**src/design/hdd_drive_pkg.sv**
```systemverilog
package hdd_drive_pkg;

    // ----------------------------------------
    // Drive-side widths
    // ----------------------------------------
    typedef logic [15:0] cyl_t;          // Cylinder number
    typedef logic [27:0] cycle_count_t;  // Index periods and seek times, in clocks

    // ----------------------------------------
    // Seek test sequence
    // ----------------------------------------
    localparam int NUM_SEEK_TESTS = 8;

    // Short, medium and long strokes, with two returns to track 0
    localparam cyl_t SEEK_TARGETS [NUM_SEEK_TESTS] = '{
        16'd10,   // Short
        16'd50,   // Medium
        16'd100,
        16'd300,  // Long
        16'd200,  // Back inward
        16'd0,    // Track 0
        16'd400,  // Longest stroke
        16'd0     // Home again
    };

    // ----------------------------------------
    // Timeouts, scaled by CLK_HZ in the RTL
    // ----------------------------------------
    localparam int INDEX_TIMEOUT_MS = 40;   // Slower than 1500 RPM means no rotation
    localparam int SEEK_TIMEOUT_MS  = 133;

    // Seek command to the drive
    typedef struct packed {
        logic start;  // One-cycle strobe
        cyl_t cyl;    // Target, valid with start
    } seek_cmd_t;

    // Seek response from the drive
    typedef struct packed {
        logic done;
        logic error;  // Qualified by done
    } seek_rsp_t;

endpackage

```
**src/design/hdd_health_pkg.sv**
```systemverilog
package hdd_health_pkg;

    // ----------------------------------------
    // Result widths
    // ----------------------------------------
    localparam int NUM_PERIODS = 8;  // Revolutions averaged

    typedef logic [15:0] rpm_t;         // RPM x10, 36000 = 3600 RPM
    typedef logic [7:0]  score_t;       // 0 worst, 255 best (jitter the other way)
    typedef logic [15:0] usec_t;
    typedef logic [31:0] sum_t;
    typedef logic [3:0]  seek_count_t;

    // Revolution summary from the RPM meter
    typedef struct packed {
        sum_t                       period_sum;
        hdd_drive_pkg::cycle_count_t period_min;
        hdd_drive_pkg::cycle_count_t period_max;
        logic                       no_rotation;  // Index timed out
    } rpm_summary_t;

    // Seek summary from the seek tester
    typedef struct packed {
        sum_t        time_sum;       // Successful seeks only
        seek_count_t valid_count;    // Seeks with a usable time
        seek_count_t success_count;
    } seek_summary_t;

    // Final result
    typedef struct packed {
        rpm_t   rpm_x10;
        score_t jitter;
        usec_t  avg_seek_us;
        score_t reliability;
        score_t health;
    } health_result_t;

    // ----------------------------------------
    // Scoring
    // ----------------------------------------
    localparam score_t JITTER_GOOD = 8'd10;
    localparam score_t JITTER_FAIR = 8'd30;
    localparam score_t JITTER_POOR = 8'd100;

    localparam score_t RPM_SCORE_GOOD = 8'd255;
    localparam score_t RPM_SCORE_FAIR = 8'd200;
    localparam score_t RPM_SCORE_POOR = 8'd128;
    localparam score_t RPM_SCORE_BAD  = 8'd64;

    // Check sequencer
    typedef enum logic [2:0] {
        IDLE,
        RPM_MEAS,
        SEEK_TEST,
        CALCULATE,
        DONE
    } check_state_t;

endpackage

```
**src/design/hdd_rpm_meter.sv**
```systemverilog
module hdd_rpm_meter #(
    parameter int unsigned CLK_HZ = 300_000_000
) (
    input  logic                         clk,
    input  logic                         reset,
    input  logic                         start_i,       // Strobe
    input  logic                         index_pulse_i,
    output logic                         done_o,        // Level, cleared by start_i
    output hdd_health_pkg::rpm_summary_t summary_o
);

    import hdd_drive_pkg::*;
    import hdd_health_pkg::*;

    // No index edge within this many clocks means a stopped spindle
    localparam cycle_count_t TIMEOUT_CYC =
        cycle_count_t'(64'(INDEX_TIMEOUT_MS) * CLK_HZ / 1000);

    typedef enum logic [1:0] {
        MEAS_IDLE,
        MEAS_ARM,   // Waiting for first edge
        MEAS_RUN    // Timing periods
    } meas_state_t;

    meas_state_t  state_q;
    logic         index_prev_q;
    logic         index_edge;
    cycle_count_t timer_q;     // Clocks since last edge, starts at 1
    logic [3:0]   periods_q;   // Periods captured so far

    assign index_edge = index_pulse_i && !index_prev_q;

    always_ff @(posedge clk) begin
        if (reset) begin
            state_q      <= MEAS_IDLE;
            done_o       <= 1'b0;
            index_prev_q <= 1'b0;
        end else begin
            index_prev_q <= index_pulse_i;
            timer_q      <= timer_q + 1'b1;

            case (state_q)
                MEAS_IDLE: begin
                    if (start_i) begin
                        done_o                <= 1'b0;
                        timer_q               <= cycle_count_t'(1);
                        periods_q             <= '0;
                        summary_o.period_sum  <= '0;
                        summary_o.period_min  <= '1;  // Any period beats this
                        summary_o.period_max  <= '0;
                        summary_o.no_rotation <= 1'b0;
                        state_q               <= MEAS_ARM;
                    end
                end

                MEAS_ARM, MEAS_RUN: begin
                    if (index_edge) begin
                        timer_q <= cycle_count_t'(1);  // Edge clock ends one period
                        state_q <= MEAS_RUN;
                        if (state_q == MEAS_RUN) begin
                            summary_o.period_sum <= summary_o.period_sum + sum_t'(timer_q);
                            if (timer_q < summary_o.period_min)
                                summary_o.period_min <= timer_q;
                            if (timer_q > summary_o.period_max)
                                summary_o.period_max <= timer_q;
                            periods_q <= periods_q + 1'b1;
                            if (periods_q == 4'(NUM_PERIODS - 1)) begin
                                done_o  <= 1'b1;  // Eighth period in
                                state_q <= MEAS_IDLE;
                            end
                        end
                    end else if (timer_q >= TIMEOUT_CYC) begin
                        summary_o.no_rotation <= 1'b1;
                        done_o                <= 1'b1;
                        state_q               <= MEAS_IDLE;
                    end
                end

                default: state_q <= MEAS_IDLE;
            endcase
        end
    end

endmodule

```
**config.mk**
```make
export PLATFORM = sky130hd
export DESIGN_NAME = hdd_rpm_meter
export DESIGN_NICKNAME = d
export VERILOG_FILES = /design/src/design/hdd_drive_pkg.sv /design/src/design/hdd_health_pkg.sv /design/src/design/hdd_rpm_meter.sv
export SDC_FILE = /design/constraint.sdc
export NUM_CORES = 1
export LEC_CHECK = 0
export ABC_CLOCK_PERIOD_IN_PS = 9300
export BUFFER_PORTS_ARGS = -buffer_cell sky130_fd_sc_hd__buf_2
export CAP_MARGIN = 15
export CELL_PAD_IN_SITES_DETAIL_PLACEMENT = 1
export CELL_PAD_IN_SITES_GLOBAL_PLACEMENT = 2
export CORE_MARGIN = 2
export CORE_UTILIZATION = 23
export CTS_BUF_LIST = sky130_fd_sc_hd__clkbuf_2
export DETAILED_ROUTE_END_ITERATION = 12
export HOLD_SLACK_MARGIN = 0.06
export PLACE_DENSITY = 0.61
export SETUP_SLACK_MARGIN = 0.3
export SYNTH_ARGS = -nofsm -noshare
export SYNTH_HDL_FRONTEND = slang
export SYNTH_SLANG_ARGS = --single-unit
export TNS_END_PERCENT = 10
```
**constraint.sdc**
```tcl
create_clock -name clk -period 9.3 [get_ports clk]
set_clock_uncertainty 0.1 [all_clocks]
set_input_delay 1.86 -clock clk [delete_from_list [all_inputs] [get_ports clk]]
set_output_delay 1.86 -clock clk [all_outputs]
set_load 0.02 [all_outputs]
```
Word level (Yosys, flattened, before mapping):

Cells that the tools add are included.

* add/subtract/negate cells: 3
* order comparisons: 3
* eq/ne operators: 13
* multiplexer cells: 26
* bitwise logic cells: 1
* reductions and logical operators: 11

Operators with widths (count)
* $pmux 89 s2: 1
* $mux 88: 2
* $mux 28: 4
* $mux 89: 1
* $pmux 28 s2: 1
* $add 32x28->32: 1
* $add 28x1->28 const B: 1
* $ge 28x24->1 const B: 1
* $gt 28x28->1: 1
* $lt 28x28->1: 1
* $reduce_and 5->1: 3
* $ne 2x2->1 const B: 7
* $mux 4: 3
* $reduce_and 6->1: 2
* $mux 2: 5
* $ne 3x3->1 const B: 3
* $pmux 4 s2: 1
* $mux 1: 6
* $add 4x1->4 const B: 1
* $eq 4x3->1 const B: 1
* $pmux 2 s2: 1
* $eq 2x1->1 const B: 1
* $eq 2x2->1 const B: 1
* $logic_not 2->1: 1
* 7 further kinds: 7

* register bits after elaboration: 125
* bits of input ports: 4
* output and inout port bits: 90
* logic and storage cells: 66

Logic depth before layout (Yosys ltp):

Gate-level depths: netlist of the first run.

* word-level depth: 5
* mapped depth: 10
* mapped depth without buffers: 10

Worst setup path after synthesis of the first run:

Ideal clock, no wire load.

* path kind: input to register
* from: input port index_pulse_i
* to: register periods_q[0] (enable)
* setup time: 520 ps
* arrival time: 5626 ps
* data required time: 8680 ps
* path slack: 3055 ps
* stages on the path: 4
* buffers on the path: 0
* path through: nand2b_1 nand2_1 o21ai_0 nor4_1

* cells in the longest elaborated chain, start to end: 3

Ends and longest elaborated chain
* start: declaration: line hdd_rpm_meter.sv:7 `input logic index_pulse_i,`
* $logic_and 1x1->1: line hdd_rpm_meter.sv:31 `assign index_edge = index_pulse_i && !index_prev_q;`
* $ne 2x2->1 (no source line)
* $reduce_and 5->1 (no source line)
* end signal: assignment: line hdd_rpm_meter.sv:66 `periods_q <= periods_q + 1'b1;`
* end: declaration: line hdd_rpm_meter.sv:29 `logic [3:0] periods_q;`

Every way passes these cells.
A chain may end at the register's enable or synchronous reset.

Worst setup path in the final report of the first run:

* from: input port start_i
* to: register summary_o[35] (netlist bit) (enable)

* cells in the longest elaborated chain, start to end: 2

Ends and longest elaborated chain
* start: declaration: line hdd_rpm_meter.sv:6 `input logic start_i,`
* $ne 2x2->1 (no source line)
* $reduce_and 6->1 (no source line)
* end: declaration: line hdd_rpm_meter.sv:9 `output hdd_health_pkg::rpm_summary_t summary_o`

Every way passes these cells.

==> impl_metrics.ini, run 1 <==
[timing]
relSlewSlack = 0.2957
hold_viol = 0
finalSetupViolations = 0
finalSetupTns_ps = 0
min_period_over_period = 0.3997
hold_ws_ps = 489.6
max_slew.worst_pin.slew_ps = 1056
timing.fmax_mhz = 269.0
drv_slew = 0
grt_setup_unrepaired = false
period_needed_ps = 3718

[synthesis]
synth_top_family_by_area = simple AND/OR/NAND/NOR gates
synthXorXnorAreaFrac = 0.04679
yosys.area.top_type = edfxtp_1
synth_cells = 793
synthMuxAreaShare = 0.008508
ys_types = 59
synth_adder_area_share = 0.1392
yosys.area.top_type_share = 0.4412
synth-main-ff-cell = edfxtp_1
synth-compound-area-share = 0.1383
synth_area_leaders = edfxtp_1 (44%), ha_1 (14%), and2_1 (4.0%)
syn_avg_cell_area_um2 = 10.39
synth_edf_count = 121
ys_seq_elements = 125
synth_warnings = 0
seq_area_frac_synth = 0.4509
synthSimpleGateAreaFrac = 0.1730
synthesis.area_um2 = 8235
syn_nets = 888
async_reset_ff_frac = 0

[clock_tree]
cts.clk_slew.worst_paths_ps = 220
cts_tree = built
cts_hold_buf = 0
cts_setup_buffers = 0
clkSinkCount = 125
insertion_delay_ps = 760
postCtsResizedCells = 0
cts_buffers = 17
cts-root-buf = clkbuf_2
clockBufferDepth = 2
h-tree-depth = 4

[cells_and_area]
fillers = 4087
layout.nets = 984
syn2layout_area_growth_pct = 16.29
most-common-layout-cells = edfxtp_1 (121), buf_2 (93), ha_1 (89)
final_common_cell = edfxtp_1
drive_gt1_frac = 0.1552

[worst_setup_path]
rrSetupSlack_ps = 5880
critPathLaunchType = input pin
cp_max_fo = 28
crit_arrival_ps = 3990
cp.required_ps = 9570
reg2regPathDepth = 7
rr_startpoint = timer_q[25]
path_class = input pin to flip-flop
worstReg2RegEnd = summary_o[13]
end_kind = flip-flop

[detailed_routing]
drc = 0
ant_nets = 0
routed_via_density = 4.451
drt_iter0_markers = 240
firstDrtPassIters = 4
wire_per_inst_um = 17.16
drt-total-wl_um = 23400
vias = 6071

[floorplan]
die-area_um2 = 37340
start_util = 0.2327
die_w_um = 193.2
io-pin-count = 94
coreArea_um2 = 35400
die_y_um = 193.2
rows = 69

[power_and_ir_drop]
p_int_mw = 1.052
power_switching_mw = 0.5553
clkPwrFrac = 0.267
p_seq_frac = 0.463
sw_frac_of_total = 0.3455
p_comb_frac = 0.271
ir_worst_vdd_mv = 0.08502
powerDensity_nw_per_um2 = 167.9
p_leak_nw = 4.122

[global_route]
antenna_found_initial = 1
grt_pass1_wl_um = 37160
grt_usage = 0.1278
gr-total-overflow = 0
grt_max_degree = 64
grt_pass1_vias = 6333

[placement]
post-dp-hpwl_um = 17650
gp_congestion = 0.7238
portBuffers = 93

[min_path]
hold_path.class = flip-flop to flip-flop
hold_depth = 2
hold_path.startpoint = state_q[0]
min_to = state_q[0]

[job]
max-cap-violations = 0

[status]
status = finished clean
synth_stat cells (all sizes together) (6+ instances only):
master / count
nand2b: 36
a21o: 35
nor2: 45
a31oi: 6
clkbuf: 20
and2: 52
nor2b: 10
nor3: 8
edfxtp: 121
a21oi: 46
inv: 72
mux2i: 7
and3: 11
o21ai: 30
ha: 90
nand4: 21
xor2: 26
xnor2: 18
nand2: 51
nand3: 13
flip-flops by register name, indices dropped and copies added, names as in the netlist:
signal,count
summary_o,89
timer_q,28
periods_q,4
state_q,2
done_o,1
index_prev_q,1
cell type report:
cell class,count,area (µm²),share of cell area
repair buffers,99,510.5,0.05331
flip-flops and latches,125,3714,0.3878
multi-input cells,574,4217,0.4403
diodes,1,2.502,0.0002613
inverters,72,270.3,0.02822
well taps,461,576.8,0.06023
clock buffers,17,85.08,0.008884
clock inverters,15,201.4,0.02103
power groups by stage:
stage / logic [mW] / registers, mW / clock network (mW)
global route: 0.496 / 0.755 / 0.466
CTS: 0.445 / 0.747 / 0.447
global placement: 0.438 / 0.759 / 0
finish: 0.435 / 0.744 / 0.429
detailed placement: 0.441 / 0.760 / 0
floorplan: 0.280 / 0.772 / 0
logic make-up (layout without fill, tap and decap cells):
logic type / Yosys count / after routing
DFF: 125 / 125
buffers and inverters: 94 / 203
other: 0 / 1
AOI/OAI and AO/OA: 165 / 165
and+or+nand+nor: 267 / 267
muxes: 7 / 7
adders and majority gates: 91 / 91
xor gates and xnor gates: 44 / 44
metrics by stage:
stage | utilization | instance area, µm² | worst slack, ps | power [mW] | cells
2_1_floorplan | - | 8235 | 3055 | 1.052 | 793
3_3_place_gp | 0.2624 | 9288 | 4793 | 1.197 | 1331
3_5_place_dp | 0.2624 | 9288 | 4753 | 1.201 | 1331
4_1_cts | 0.2705 | 9574 | 5605 | 1.639 | 1363
5_1_grt | 0.2706 | 9577 | 5496 | 1.717 | 1364
6_report | 0.2706 | 9577 | 5582 | 1.608 | 1364
routing by layer:
layer / routed length, µm / GRT usage / vias up
met5: 0 / 0 / -
met1: 11940 / 0.1805 / 2920
met2: 10490 / 0.2001 / 85
met3: 754 / 0.02615 / 15
met4: 219 / 0.02969 / 0
li1: - / - / 3051
worst max-delay path by stage:
stage,start,endpoint,slack [ps]
finish,start_i,summary_o[35],5580
global route,start_i,summary_o[35],5500
CTS,start_i,summary_o[35],5600
detailed placement,start_i,summary_o[29],4750
global placement,start_i,summary_o[34],4790
floorplan,index_pulse_i,periods_q[0],3050
critical path, stage by stage:
cell	delay (ps)
buf_2	140
nor2_1	60
or3_1	350
a211o_1	390
a221o_1	330
a31oi_4	830
Note: power is estimated with default switching activity, not from simulation.
==> run 2: changes to the inputs <==
Settings changed: ABC_AREA set to 1, ABC_CLOCK_PERIOD_IN_PS 9300 to 3060, PLACE_DENSITY 0.61 to 0.67.
Clock period 9.3 ns to 3.06 ns, I/O delays scaled along.
==> impl_metrics.ini, run 2 <==
[worst_setup_path]
crit_chain = inv_1 -> ha_4 -> inv_1 -> nor2_1 -> nor2_1 -> inv_1 -> nor2_1 -> o211ai_1 -> a21oi_2
cp.required_ps = 3390
critPathSlowestCell = a21oi_2
end_kind = flip-flop
path_class = flip-flop to flip-flop
crit_arrival_ps = 3060
critPathLaunchType = flip-flop
cp_max_fo = 14
cpPeakStageDelay_ps = 790

[detailed_routing]
firstDrtPassIters = 7
drc = 0
routed_via_density = 4.385
ant_nets = 0
drt-total-wl_um = 30660
wire_per_inst_um = 16.57
drt_iter0_markers = 327
vias = 8112

[synthesis]
synth_warnings = 0
synth-main-ff-cell = edfxtp_1
synth_most_common_cell = nand2_1
yosys.area.top_type_share = 0.4047
ys_types = 39
synth_edf_count = 121
synthesis.area_um2 = 8979
synth_cells = 1178
ys_seq_elements = 125
async_reset_ff_frac = 0
syn_avg_cell_area_um2 = 7.622
syn_nets = 1273
seq_area_frac_synth = 0.4136
synth_area_leaders = edfxtp_1 (40%), nand2_1 (14%), ha_1 (13%)
yosys.area.top_type = edfxtp_1
yosys-top-cells-count = nand2_1 (344), inv_1 (220), edfxtp_1 (121)

[timing]
min_period_over_period = 0.8934
hold_viol = 0
max_slew.worst_pin.slew_ps = 934.1
finalSetupTns_ps = 0
period_needed_ps = 2734
timing.fmax_mhz = 365.8
relSlewSlack = 0.3773
finalSetupViolations = 0
grt_setup_unrepaired = true
drv_slew = 0

[clock_tree]
h-tree-depth = 4
insertion_delay_ps = 790
cts.clk_slew.worst_paths_ps = 200
clockBufferDepth = 2
cts_tree = built
cts-root-buf = clkbuf_2
cts_buffers = 17
clkSinkCount = 125

[floorplan]
io-pin-count = 94
rows = 72
die_y_um = 201.6
coreArea_um2 = 38560
die-area_um2 = 40630
die_w_um = 201.6
start_util = 0.2329

[global_route]
antenna_found_initial = 2
gr-total-overflow = 0
grt_usage = 0.1551
grt_pass1_vias = 8514
grt_pass1_wl_um = 48180
grt_max_degree = 43

[cells_and_area]
drive_gt1_frac = 0.1427
largest_register = summary_o
final_common_cell = nand2_1
syn2layout_area_growth_pct = 18.91
most-common-layout-cells = nand2_1 (343), inv_1 (216), edfxtp_1 (121)
reg.largest.list = summary_o x89, timer_q x28, periods_q x4
layout.nets = 1415
largest_reg_flops = 89
fillers = 4777

[power_and_ir_drop]
ir_worst_vdd_mv = 0.1736
p_leak_nw = 5.255
fin_total_pwr_mw = 4.618
powerDensity_nw_per_um2 = 432.6

[status]
status = finished clean

[job]
max-cap-violations = 0

[placement]
portBuffers = 93
gp_congestion = 0.8066
post-dp-hpwl_um = 24790

[min_path]
hold_path.class = input pin to flip-flop
[run 2: per-stage QoR]
step / util / cell area (µm²) / hold WS, ps / setup slack (ps) / cells
2_1_floorplan: - / 9040 / 366.9 / 289.6 / 1178
3_3_place_gp: 0.2700 / 10410 / 353.2 / 96.64 / 1812
4_1_cts: 0.2761 / 10650 / 67.36 / 206.2 / 1847
6_report: 0.2769 / 10680 / 176.8 / 326.3 / 1850
5_1_grt: 0.2769 / 10680 / 120.2 / 126.1 / 1850
3_5_place_dp: 0.2700 / 10410 / 359.0 / 88.24 / 1812
[run 2: area by class of cell]
type                       instances  area, µm²  share of cell area
clock inverter                    11      78.83            0.007383
clock buffer                      19      95.09            0.008907
tap                              518      648.1             0.06071
inverter                         222      849.6             0.07957
antenna                            1      2.502           0.0002344
timing repair buffer             135      815.8             0.07641
multi-input combinational        819       4473              0.4190
sequential                       125       3714              0.3478
[run 2: logic make-up (layout without fill, tap and decap cells)]
group                      Yosys count  count (layout)  synth area share
AOI/OAI and AO/OA                  153             154           0.09239
xor gates and xnor gates             2               2          0.001951
adders and majority gates           91              91            0.1276
buffers and inverters              235             387           0.09880
DFF                                125             125            0.4136
other                                0               1                 0
and+or+nand+nor                    572             572            0.2656
[run 2: per-layer routing]
metal / global-route usage / vias up / wire length (µm)
li1: - / 4116 / -
met5: 0 / - / 0
met1: 0.2079 / 3880 / 15240
met3: 0.02478 / 17 / 875
met2: 0.2590 / 99 / 14140
met4: 0.04202 / 0 / 415
[run 2: worst paths after layout]
check                           startpoint             to  slack [ps]  depth (start not counted)
worst min register to register      done_o         done_o         380                          2
worst max-delay path            state_q[0]  summary_o[48]         330                          9
worst max register to register  state_q[0]  summary_o[48]         330                          9
worst min-delay path               start_i         done_o         180                          6
[run 2: report_power, final]
group	total, mW	internal (mW)	switching [mW]	leakage (nW)
logic	1.49	0.473	1.02	3.96
registers	2.15	2.06	0.0958	1.17
clock network	0.972	0.274	0.698	0.123
total	4.62	2.80	1.81	5.25
[run 2: repair_timing]
item                       CTS  global route
hold endpoints to repair     4             0
gates resized for setup      3             4
hold buffers                 4             0
pin swaps                    1             0
cloned                       0             1
setup endpoints to repair   59            69
setup buffers                1             1
[run 2: worst max-delay path, delay by kind of cell (launching register included)]
family / cells / cell delay [ps]
adders and majority gates: 1 / 180
buffers and inverters: 3 / 230
AOI/OAI and AO/OA: 2 / 1100
and+or+nand+nor: 3 / 340
DFF: 1 / 430
