===== src/design/hdd_drive_pkg.sv =====
package hdd_drive_pkg;

    // ----------------------------------------
    // Drive-side widths
    // ----------------------------------------
    typedef logic [15:0] cyl_t;          // Cylinder number
    typedef logic [27:0] cycle_count_t;  // Index periods and seek times, in clocks

    // ----------------------------------------
    // Seek test sequence
    // ----------------------------------------
    localparam int NUM_SEEK_TESTS = 8;

    // Short, medium and long strokes, with two returns to track 0
    localparam cyl_t SEEK_TARGETS [NUM_SEEK_TESTS] = '{
        16'd10,   // Short
        16'd50,   // Medium
        16'd100,
        16'd300,  // Long
        16'd200,  // Back inward
        16'd0,    // Track 0
        16'd400,  // Longest stroke
        16'd0     // Home again
    };

    // ----------------------------------------
    // Timeouts, scaled by CLK_HZ in the RTL
    // ----------------------------------------
    localparam int INDEX_TIMEOUT_MS = 40;   // Slower than 1500 RPM means no rotation
    localparam int SEEK_TIMEOUT_MS  = 133;

    // Seek command to the drive
    typedef struct packed {
        logic start;  // One-cycle strobe
        cyl_t cyl;    // Target, valid with start
    } seek_cmd_t;

    // Seek response from the drive
    typedef struct packed {
        logic done;
        logic error;  // Qualified by done
    } seek_rsp_t;

endpackage


===== src/design/hdd_health_pkg.sv =====
package hdd_health_pkg;

    // ----------------------------------------
    // Result widths
    // ----------------------------------------
    localparam int NUM_PERIODS = 8;  // Revolutions averaged

    typedef logic [15:0] rpm_t;         // RPM x10, 36000 = 3600 RPM
    typedef logic [7:0]  score_t;       // 0 worst, 255 best (jitter the other way)
    typedef logic [15:0] usec_t;
    typedef logic [31:0] sum_t;
    typedef logic [3:0]  seek_count_t;

    // Revolution summary from the RPM meter
    typedef struct packed {
        sum_t                       period_sum;
        hdd_drive_pkg::cycle_count_t period_min;
        hdd_drive_pkg::cycle_count_t period_max;
        logic                       no_rotation;  // Index timed out
    } rpm_summary_t;

    // Seek summary from the seek tester
    typedef struct packed {
        sum_t        time_sum;       // Successful seeks only
        seek_count_t valid_count;    // Seeks with a usable time
        seek_count_t success_count;
    } seek_summary_t;

    // Final result
    typedef struct packed {
        rpm_t   rpm_x10;
        score_t jitter;
        usec_t  avg_seek_us;
        score_t reliability;
        score_t health;
    } health_result_t;

    // ----------------------------------------
    // Scoring
    // ----------------------------------------
    localparam score_t JITTER_GOOD = 8'd10;
    localparam score_t JITTER_FAIR = 8'd30;
    localparam score_t JITTER_POOR = 8'd100;

    localparam score_t RPM_SCORE_GOOD = 8'd255;
    localparam score_t RPM_SCORE_FAIR = 8'd200;
    localparam score_t RPM_SCORE_POOR = 8'd128;
    localparam score_t RPM_SCORE_BAD  = 8'd64;

    // Check sequencer
    typedef enum logic [2:0] {
        IDLE,
        RPM_MEAS,
        SEEK_TEST,
        CALCULATE,
        DONE
    } check_state_t;

endpackage


===== src/design/hdd_seek_tester.sv =====
module hdd_seek_tester #(
    parameter int unsigned CLK_HZ = 300_000_000
) (
    input  logic                          clk,
    input  logic                          reset,
    input  logic                          start_i,     // Strobe
    output hdd_drive_pkg::seek_cmd_t      seek_cmd_o,
    input  hdd_drive_pkg::seek_rsp_t      seek_rsp_i,
    output logic                          done_o,      // Level, cleared by start_i
    output hdd_health_pkg::seek_summary_t summary_o
);

    import hdd_drive_pkg::*;
    import hdd_health_pkg::*;

    localparam cycle_count_t TIMEOUT_CYC =
        cycle_count_t'(64'(SEEK_TIMEOUT_MS) * CLK_HZ / 1000);

    typedef enum logic [1:0] {
        SK_IDLE,
        SK_ISSUE,  // Launch next seek
        SK_WAIT    // Timing the drive
    } seek_state_t;

    seek_state_t  state_q;
    logic [2:0]   idx_q;       // Table position
    cycle_count_t timer_q;     // Clocks since the start cycle
    logic         timed_out;
    logic         finished;    // Result this cycle, good or bad
    logic         success;

    assign timed_out = timer_q >= TIMEOUT_CYC;
    assign finished  = seek_rsp_i.done || timed_out;
    // A response on the timeout clock still counts as a failure
    assign success   = seek_rsp_i.done && !seek_rsp_i.error && !timed_out;

    always_ff @(posedge clk) begin
        if (reset) begin
            state_q          <= SK_IDLE;
            done_o           <= 1'b0;
            seek_cmd_o.start <= 1'b0;
        end else begin
            seek_cmd_o.start <= 1'b0;  // Strobe by default

            case (state_q)
                SK_IDLE: begin
                    if (start_i) begin
                        done_o    <= 1'b0;
                        idx_q     <= '0;
                        summary_o <= '0;
                        state_q   <= SK_ISSUE;
                    end
                end

                SK_ISSUE: begin
                    seek_cmd_o.start <= 1'b1;
                    seek_cmd_o.cyl   <= SEEK_TARGETS[idx_q];
                    timer_q          <= '0;
                    state_q          <= SK_WAIT;
                end

                SK_WAIT: begin
                    timer_q <= timer_q + 1'b1;
                    if (finished) begin
                        if (success) begin
                            summary_o.time_sum      <= summary_o.time_sum + sum_t'(timer_q);
                            summary_o.valid_count   <= summary_o.valid_count + 1'b1;
                            summary_o.success_count <= summary_o.success_count + 1'b1;
                        end
                        idx_q <= idx_q + 1'b1;
                        // One idle clock, then the next launch
                        if (idx_q == 3'(NUM_SEEK_TESTS - 1)) begin
                            done_o  <= 1'b1;
                            state_q <= SK_IDLE;
                        end else begin
                            state_q <= SK_ISSUE;
                        end
                    end
                end

                default: state_q <= SK_IDLE;
            endcase
        end
    end

endmodule


===== config.mk =====
export PLATFORM = sky130hd
export DESIGN_NAME = hdd_seek_tester
export DESIGN_NICKNAME = d
export VERILOG_FILES = /design/src/design/hdd_drive_pkg.sv /design/src/design/hdd_health_pkg.sv /design/src/design/hdd_seek_tester.sv
export SDC_FILE = /design/constraint.sdc
export NUM_CORES = 1
export LEC_CHECK = 0
export ABC_CLOCK_PERIOD_IN_PS = 6000
export BUFFER_PORTS_ARGS = -buffer_cell sky130_fd_sc_hd__buf_2
export CAP_MARGIN = 0
export CORE_MARGIN = 10
export CORE_UTILIZATION = 45
export CTS_CLUSTER_SIZE = 40
export DETAILED_ROUTE_END_ITERATION = 10
export GPL_TIMING_DRIVEN = 0
export HOLD_SLACK_MARGIN = 0.1
export PLACE_DENSITY = 0.74
export SLEW_MARGIN = 20
export SYNTH_ARGS = -nofsm -noshare
export SYNTH_HDL_FRONTEND = slang
export SYNTH_SLANG_ARGS = --single-unit

===== constraint.sdc =====
create_clock -name clk -period 6 [get_ports clk]
set_input_delay 1.2 -clock clk [delete_from_list [all_inputs] [get_ports clk]]
set_output_delay 1.2 -clock clk [all_outputs]
set_load 0.02 [all_outputs]

# --- Word level (Yosys, flattened, before mapping) ---
# Memory sizes are Yosys's and may differ from the RTL's.
# Cells that the tools add are included.
totals:
  register_bits: 91
  romBits: 128
  word_cells: 59
  out_inout_bits: 58
  mem_count: 1
  in_bits: 5
memory_table:
  columns: ["name", "words", "width", "rd", "rd_clocked_by_memory_dff", "wr", "line_no", "source"]
  rows:
  - ["(no name shown)", 8, 16, 1, 0, 0, "hdd_seek_tester.sv:57", "seek_cmd_o.cyl <= SEEK_TARGETS[idx_q];"]
classes:
  n_eq_ne: 7
  addsub: 5
  muxes: 19
  n_lt_le_gt_ge: 2
  n_bitwise: 2
  reduce_logical: 14
ops:
  columns: ["cell", "n"]
  rows:
  - ["$mux 40", 3]
  - ["$pmux 40 s2", 1]
  - ["$pmux 28 s2", 1]
  - ["$add 32x28->32", 1]
  - ["$mux 16", 2]
  - ["$add 28x1->28 const B", 1]
  - ["$ge 28x26->1 const B", 1]
  - ["$mux 17", 1]
  - ["$add 4x1->4 const B", 2]
  - ["$ne 2x2->1 const B", 4]
  - ["$reduce_and 4->1", 2]
  - ["$mux 3", 2]
  - ["$pmux 2 s3", 1]
  - ["$pmux 3 s2", 1]
  - ["$reduce_and 2->1", 3]
  - ["$reduce_and 5->1", 1]
  - ["$ge 4x4->1 const B", 1]
  - ["$mux 1", 4]
  - ["$mux 2", 2]
  - ["$not 3->4", 1]
  - ["$reduce_bool 2->1", 2]
  - ["$add 3x1->3 const B", 1]
  - ["$eq 3x3->1 const B", 1]
  - ["$eq 2x1->1 const B", 1]
  - ["other kinds (7)", 9]

# --- Longest topological paths before layout ---
# Gate-level depths: netlist of the first run.
depth:
  ltp_word: 6
  depth_mapped: 9
  ltp_nobuf: 9

# --- Least setup slack after synthesis of the first run ---
# Ideal clock, no wire load.
synth_timing:
  kind: "flip-flop to flip-flop"
  start: "reg timer_q[17]"
  end: "reg summary_o[0] (netlist name) (enable)"
  setup_slack_ns: 1.126
  setup_ns: 0.487
  t_arrival_ns: 4.387
  synth_period_minus_slack_ns: 4.874
  t_required_ns: 5.513
  stages_incl_launch_ff: 8
  n_path_buf: 0
  path_cell_list: "edfxtp_1 > or4_4 > o311ai_2 > a21oi_1 > nand3b_4 > nor2_1 > a21oi_1 > nor3_1"
synth_via:
  elab_chain_len: 5
  word_cells_on_any_way: 7
  cone_classes: "order compare: 1; eq/ne: 2; reduce/logical: 4"
synth_rtl:
  columns: ["item", "line_no", "source"]
  rows:
  - ["start: declaration", "hdd_seek_tester.sv:27", "cycle_count_t timer_q;"]
  - ["start signal: assignment", "hdd_seek_tester.sv:63", "timer_q <= timer_q + 1'b1;"]
  - ["$ge 28x26->1 (*)", "hdd_seek_tester.sv:32", "assign timed_out = timer_q >= TIMEOUT_CYC;"]
  - ["$logic_not 1->1", "hdd_seek_tester.sv:35", "assign success = seek_rsp_i.done && !seek_rsp_i.error && !timed_out;"]
  - ["$logic_and 1x1->1", "hdd_seek_tester.sv:35", null]
  - ["$ne 2x2->1 (no source line)", null, null]
  - ["$reduce_and 5->1 (no source line) (*)", null, null]
  - ["end: declaration", "hdd_seek_tester.sv:10", "output hdd_health_pkg::seek_summary_t summary_o"]
# Every way passes the cells marked *; elsewhere a longest branch is shown, timed or not.
# A chain may end at the register's enable or synchronous reset.

# --- Final worst setup path of the first run ---
layout_timing:
  start: "reg timer_q[17]"
  end: "reg summary_o[39] (netlist name) (enable)"
# The elaborated chain is that of the path after synthesis.

==> metrics.yaml, run 1 <==
cp_slowest_cell: "or4_4"
ys_warn_count: 0
place_congestion: 0.9081
via_per_inst: 5.729
worstPathArrival_ps: 3170
wl_mm: 13.84
slew_headroom_pct: 44.39
final-hold-violation-count: 0
dr.pass1.iters: 5
antenna_found_initial: 0
die_x_um: 129.9
crit_fanout: 11
place_ws_ps: 2945
synthesis.area_sq_um: 5435
drive_gt1_share_pct: 15.31
clockBufferDepth: 2
crit_family: "simple AND/OR/NAND/NOR gates"
synthArstFlopShare_pct: 0
crit_required_ps: 6060
synth_edf_count: 79
dpl.hpwl_mm: 10.40
setup_viol: 0
num-nets-final: 669
drc_errors: 0
crit_type: "register to register"
grt_overflow: 0
critical_path_buf_inv_count: 2
p_leak_nw: 2.480
worstMarginPinSlew_ps: 832.3
cts_root_buf: "clkbuf_16"
dr.first_iter.drc_count: 398
status: "finished, final reports clean"
numCtsBuffers: 9
ant_nets: 0
endpoint_kind: "register"
syn_inst: 546
vias: 4434
design_area_sq_um: 6264
area_delta_synth_final_pct: 15.24
die_h_um: 129.9
htree_num_levels: 3
cp-start-kind: "register"
postSynthAreaPerCell_sq_um: 9.955
grt_start_max_net_pins: 29
groute.usage.overall_pct: 16.46
final_common_cell: "edfxtp_1"
fmax_ghz: 0.3210
post_cts_buffers: 0
holdCritPathClass: "register to register"
p_per_area_nw_per_um2: 340.6
core-area_sq_um: 11910
peakVddDrop_mv: 0.1399
synth.ff_latch_count: 83
total_power_w: 0.002133
clock_skew_ps: 8.633
cts_sinks: 83
dpl-instance-area_sq_um: 5962
drt-wirelength-per-cell_um: 17.89
initial_utilization_pct: 45.63
path_cells: "or4_4 -> o311ai_2 -> a21oi_1 -> nand3b_4 -> nor2_1 -> a21oi_1 -> nor3_2 -> buf_4 -> buf_4"
drv_slew: 0
grt_pass1_wl_mm: 21.89
fin_crit_sh_pct: 51.92
cap_viol_max_count: 0
setup_ws_ps: 2885
synth_ff_type: "edfxtp_1"
cpPeakStageDelay_ps: 570
rsz0062_at_grt: "false"
holdBufCountCts: 0
row_count: 40
io_pins: 63
grt_pass1_vias: 4342
finalCriticalPeriod_ps: 3115
cts_tree: "done"
path_clk_slew_ps: 70
numPortBuffers: 54
fillers: 1065
netlist-cell-type-count: 65
clock_latency_ps: 360
diodes: 0
final_cell_mix: "edfxtp_1, nor2_1, buf_2"
cts_resized: 0
ys_seq_area_share_pct: 45.12
dieArea_sq_um: 16870
==> cell type report <==
| type | count | area (sq um) | area share, % |
|---|---|---|---|
| clock buffers | 10 | 229.0 | 3.656 |
| inverters | 21 | 78.83 | 1.258 |
| flip-flops and latches | 83 | 2452 | 39.15 |
| repair buffers | 58 | 304.0 | 4.854 |
| plain buffers | 22 | 116.4 | 1.858 |
| clock inverters | 6 | 72.57 | 1.159 |
| well taps | 147 | 183.9 | 2.936 |
| multi-input cells | 427 | 2826 | 45.13 |
==> path summary, 6_finish.rpt <==
kind	from	to	slack [ps]	depth (start not counted)
setup / recovery	timer_q[17]$_SDFFCE_PN0P_	summary_o[39]$_SDFFCE_PN0P_	2880	9
hold / removal	done_o$_SDFFE_PP0P_	done_o$_SDFFE_PP0P_	480	1
setup reg to reg	timer_q[17]$_SDFFCE_PN0P_	summary_o[39]$_SDFFCE_PN0P_	2880	9
hold reg to reg	done_o$_SDFFE_PP0P_	done_o$_SDFFE_PP0P_	480	1
==> kinds of logic after synthesis <==
kind of cell | synth area share [%]
simple gates | 18.88
compound gates | 14.60
flops | 45.12
buf+inv | 3.591
fa+ha+maj | 9.807
xor+xnor | 6.446
mux | 1.496
other cells | 0.06899
==> power breakdown <==
group	internal [W]	switching (W)
combinational	0.000267	0.000459
clock	0.000329	0.000254
sequential	0.000745	0.0000790
==> sequential cells by signal, summed over array words and instances, names as in the netlist <==
name / flops
idx_q: 3
timer_q: 28
seek_cmd_o: 9
state_q: 2
done_o: 1
summary_o: 40
==> metal layers <==
layer | share of wire [%] | vias up | global-route usage [%]
li1 | - | 2143 | -
met3 | 6.2 | 21 | 3.448
met1 | 44 | 2136 | 20.17
met4 | 1.9 | 0 | 7.474
met2 | 48 | 134 | 27.28
met5 | 0 | - | 0
==> per-stage QoR <==
| step | TNS [ps] | hold slack [ps] | utilization [%] | cells |
|---|---|---|---|---|
| 3_5_place_dp | 0 | 469.1 | 50.05 | 758 |
| 3_3_place_gp | -23550 | 460.8 | 49.66 | 754 |
| 6_report | 0 | 477.9 | 52.58 | 774 |
| 4_1_cts | 0 | 487.0 | 52.58 | 774 |
| 5_1_grt | 0 | 526.4 | 52.58 | 774 |
| 2_1_floorplan | 0 | 459.8 | - | 553 |
==> cells in the mapped netlist (all sizes together) (5+ instances only) <==
master | count | area, sq um
nand4 | 9 | 56.30
nand3 | 22 | 110.1
ha | 41 | 513.0
nand2b | 5 | 31.28
clkbuf | 11 | 41.29
nor2 | 67 | 251.5
or3 | 5 | 31.28
and3 | 9 | 56.30
buf | 11 | 75.07
nor3 | 14 | 75.07
o21ai | 23 | 115.1
xnor2 | 20 | 175.2
and2 | 14 | 87.58
a21o | 14 | 105.1
xor2 | 20 | 175.2
a21oi | 42 | 210.2
inv | 21 | 78.82
o211ai | 6 | 50.05
mux2i | 7 | 70.07
nand2 | 45 | 168.9
edfxtp | 79 | 2372
nor2b | 5 | 31.28
No activity file was read; power rests on OpenSTA's default activity.
==> inputs of run 2 (changes only) <==
ABC_CLOCK_PERIOD_IN_PS = 3100   (was 6000)
clock period = 3.1 ns   (was 6 ns; I/O delays follow)
==> run 2 against run 1 <==
Die area unchanged. Setup slack worse by 2700 ps. First-iteration DRC count down 9.8%. Worst hold slack worse by 5.5 ps. Sequential power up 93%. Routed wire length down 1.3%. Sequential cell count unchanged. Largest power group unchanged.
==> metrics.yaml, run 2 (synthesis results as in run 1) <==
drc_errors: 0  # unchanged
grt_pass1_vias: 4356  # was 4342
peakVddDrop_mv: 0.3156  # was 0.1399 mV
crit_type: "register to register"  # unchanged
endpoint_kind: "register"  # unchanged
numPortBuffers: 54  # unchanged
reg_top3: "summary_o (40), timer_q (28), seek_cmd_o (9)"  # unchanged
htree_num_levels: 3  # unchanged
crit_family: "simple AND/OR/NAND/NOR gates"  # unchanged
fin_cells: 773  # was 774
wl_mm: 13.67  # was 13.84 mm
dieArea_sq_um: 16870  # unchanged
r2r_setup_slack_ps: 180  # was 2880 ps
fmax_ghz: 0.3420  # was 0.3210 GHz
die_h_um: 129.9  # unchanged
post_cts_buffers: 0  # unchanged
setup_tns_ps: 0  # unchanged
hold_slack_ps: 472.4  # was 477.9 ps
worstMarginPinSlew_ps: 850.2  # was 832.3 ps
numCtsBuffers: 9  # unchanged
cts_tree: "done"  # unchanged
holdPathStages: 1  # unchanged
p_leak_nw: 2.464  # was 2.480 nW
crit_fanout: 6  # was 11
place_congestion: 0.8958  # was 0.9081
initial_utilization_pct: 45.63  # unchanged
dr.first_iter.drc_count: 359  # was 398
regArea_sq_um: 2452  # unchanged
finalCriticalPeriod_ps: 2924  # was 3115 ps
setup_viol: 0  # unchanged
grt_overflow: 0  # unchanged
critical_path_buf_inv_count: 0  # was 2
place_inst: 757  # was 758
num-nets-final: 668  # was 669
grt_start_max_net_pins: 29  # unchanged
groute.usage.overall_pct: 16.46  # about the same
status: "finished, final reports clean"  # unchanged
cp_common_cell: "a21oi_1"
fin_crit_sh_pct: 94.33  # was 51.92%
diodes: 0  # unchanged
crit_required_ps: 3300  # was 6060 ps
grt_pass1_wl_mm: 21.94  # was 21.89 mm
final_cell_mix: "edfxtp_1, nor2_1, buf_2"  # unchanged
final-hold-violation-count: 0  # unchanged
cp_slowest_cell: "edfxtp_1"  # was or4_4
hp-start: "done_o$_SDFFE_PP0P_"  # unchanged
cpPeakStageDelay_ps: 520  # was 570 ps
path_cells: "ha_1 -> and3_1 -> nor4b_1 -> nand2_1 -> a21oi_1 -> o31ai_2 -> or3_1 -> a21oi_1"  # was or4_4 -> o311ai_2 -> a21oi_1 -> nand3b_4 -> nor2_1 -> a21oi_1 -> nor3_2 -> buf_4 -> buf_4
vias: 4439  # was 4434
fillers: 1084  # was 1065
slew_headroom_pct: 43.20  # was 44.39%
drive_gt1_share_pct: 15.34  # was 15.31%
holdCritPathClass: "register to register"  # unchanged
row_count: 40  # unchanged
dpl.hpwl_mm: 10.30  # was 10.40 mm
cp-start-kind: "register"  # unchanged
r2r_end: "summary_o[38]$_SDFFCE_PN0P_"  # was summary_o[39]$_SDFFCE_PN0P_
cap_viol_max_count: 0  # unchanged
largest_reg_flops: 40  # unchanged
rsz0062_at_grt: "false"  # unchanged
cts_root_buf: "clkbuf_16"  # unchanged
regMostFlops: "summary_o"  # unchanged
clock_latency_ps: 350  # was 360 ps
min_to: "done_o$_SDFFE_PP0P_"  # unchanged
path_clk_slew_ps: 60  # was 70 ps
dr.pass1.iters: 5  # unchanged
area_delta_synth_final_pct: 15.19  # was 15.24%
clock_skew_ps: 6.155  # was 8.633 ps
worstPathArrival_ps: 3120  # was 3170 ps
clockBufferDepth: 2  # unchanged
drv_slew: 0  # unchanged
multiInputGateArea_sq_um: 2836  # was 2826 sq um
rr_worst_depth: 8  # was 9
core-area_sq_um: 11910  # unchanged
antenna_found_initial: 0  # unchanged
cts_resized: 0  # unchanged
via_per_inst: 5.743  # was 5.729
final_common_cell: "edfxtp_1"  # unchanged
holdBufCountCts: 0  # unchanged
drt-wirelength-per-cell_um: 17.68  # was 17.89 um
ant_nets: 0  # unchanged
die_x_um: 129.9  # unchanged
io_pins: 63  # unchanged
reg2reg_from: "timer_q[19]$_SDFFCE_PN0P_"  # was timer_q[17]$_SDFFCE_PN0P_
cts_sinks: 83  # unchanged
p_per_area_nw_per_um2: 645.4  # was 340.6 nW/um^2
-- run 2: worst max-delay path by stage --
stage / cells after the start / endpoint / from / slack (ps)
floorplan: 7 / summary_o[0]$_SDFFCE_PN0P_ / timer_q[17]$_SDFFCE_PN0P_ / 50
global placement: 7 / summary_o[27]$_SDFFCE_PN0P_ / timer_q[17]$_SDFFCE_PN0P_ / -680
detailed placement: 9 / summary_o[24]$_SDFFCE_PN0P_ / timer_q[0]$_SDFFCE_PN0P_ / 210
CTS: 9 / summary_o[24]$_SDFFCE_PN0P_ / timer_q[0]$_SDFFCE_PN0P_ / 200
global route: 8 / summary_o[38]$_SDFFCE_PN0P_ / timer_q[19]$_SDFFCE_PN0P_ / 10
finish: 8 / summary_o[38]$_SDFFCE_PN0P_ / timer_q[19]$_SDFFCE_PN0P_ / 180
-- run 2: through the flow --
step           setup slack, ps  area [sq um]  power, W  util, %
3_5_place_dp             211.8          5979  0.003022    50.20
6_report                 175.6          6261  0.004041    52.56
3_3_place_gp            -676.5          5927  0.002954    49.76
4_1_cts                  195.5          6257  0.004061    52.53
5_1_grt                  13.11          6261  0.004284    52.56
2_1_floorplan            46.37          5473  0.002602        -
-- run 2: cell type report --
| type | count | area share (%) |
|---|---|---|
| buffer | 22 | 1.859 |
| clock buffer | 10 | 3.657 |
| clock inverter | 6 | 0.7794 |
| inverter | 21 | 1.259 |
| multi-input combinational | 427 | 45.30 |
| sequential | 83 | 39.17 |
| tap | 147 | 2.938 |
| timing repair buffer | 57 | 5.036 |
-- run 2: where the power goes --
group / internal, W / switching [W]
Sequential: 0.00144 / 0.000151
Clock: 0.000553 / 0.000476
Combinational: 0.000523 / 0.000895
Total: 0.00252 / 0.00152
-- run 2: worst register-to-register path: stages, from the launching register on --
cell and delay [ps]:
edfxtp_1 520, ha_1 460, and3_1 270, nor4b_1 420
nand2_1 100, a21oi_1 400, o31ai_2 140, or3_1 320
a21oi_1 140
-- run 2: metal layers --
metal | track usage, % | up-vias | routed length [um]
met1 | 20.91 | 2144 | 6084
met4 | 7.341 | 0 | 252
met2 | 26.91 | 137 | 6622
met5 | 0 | - | 0
li1 | - | 2139 | -
met3 | 2.840 | 19 | 707
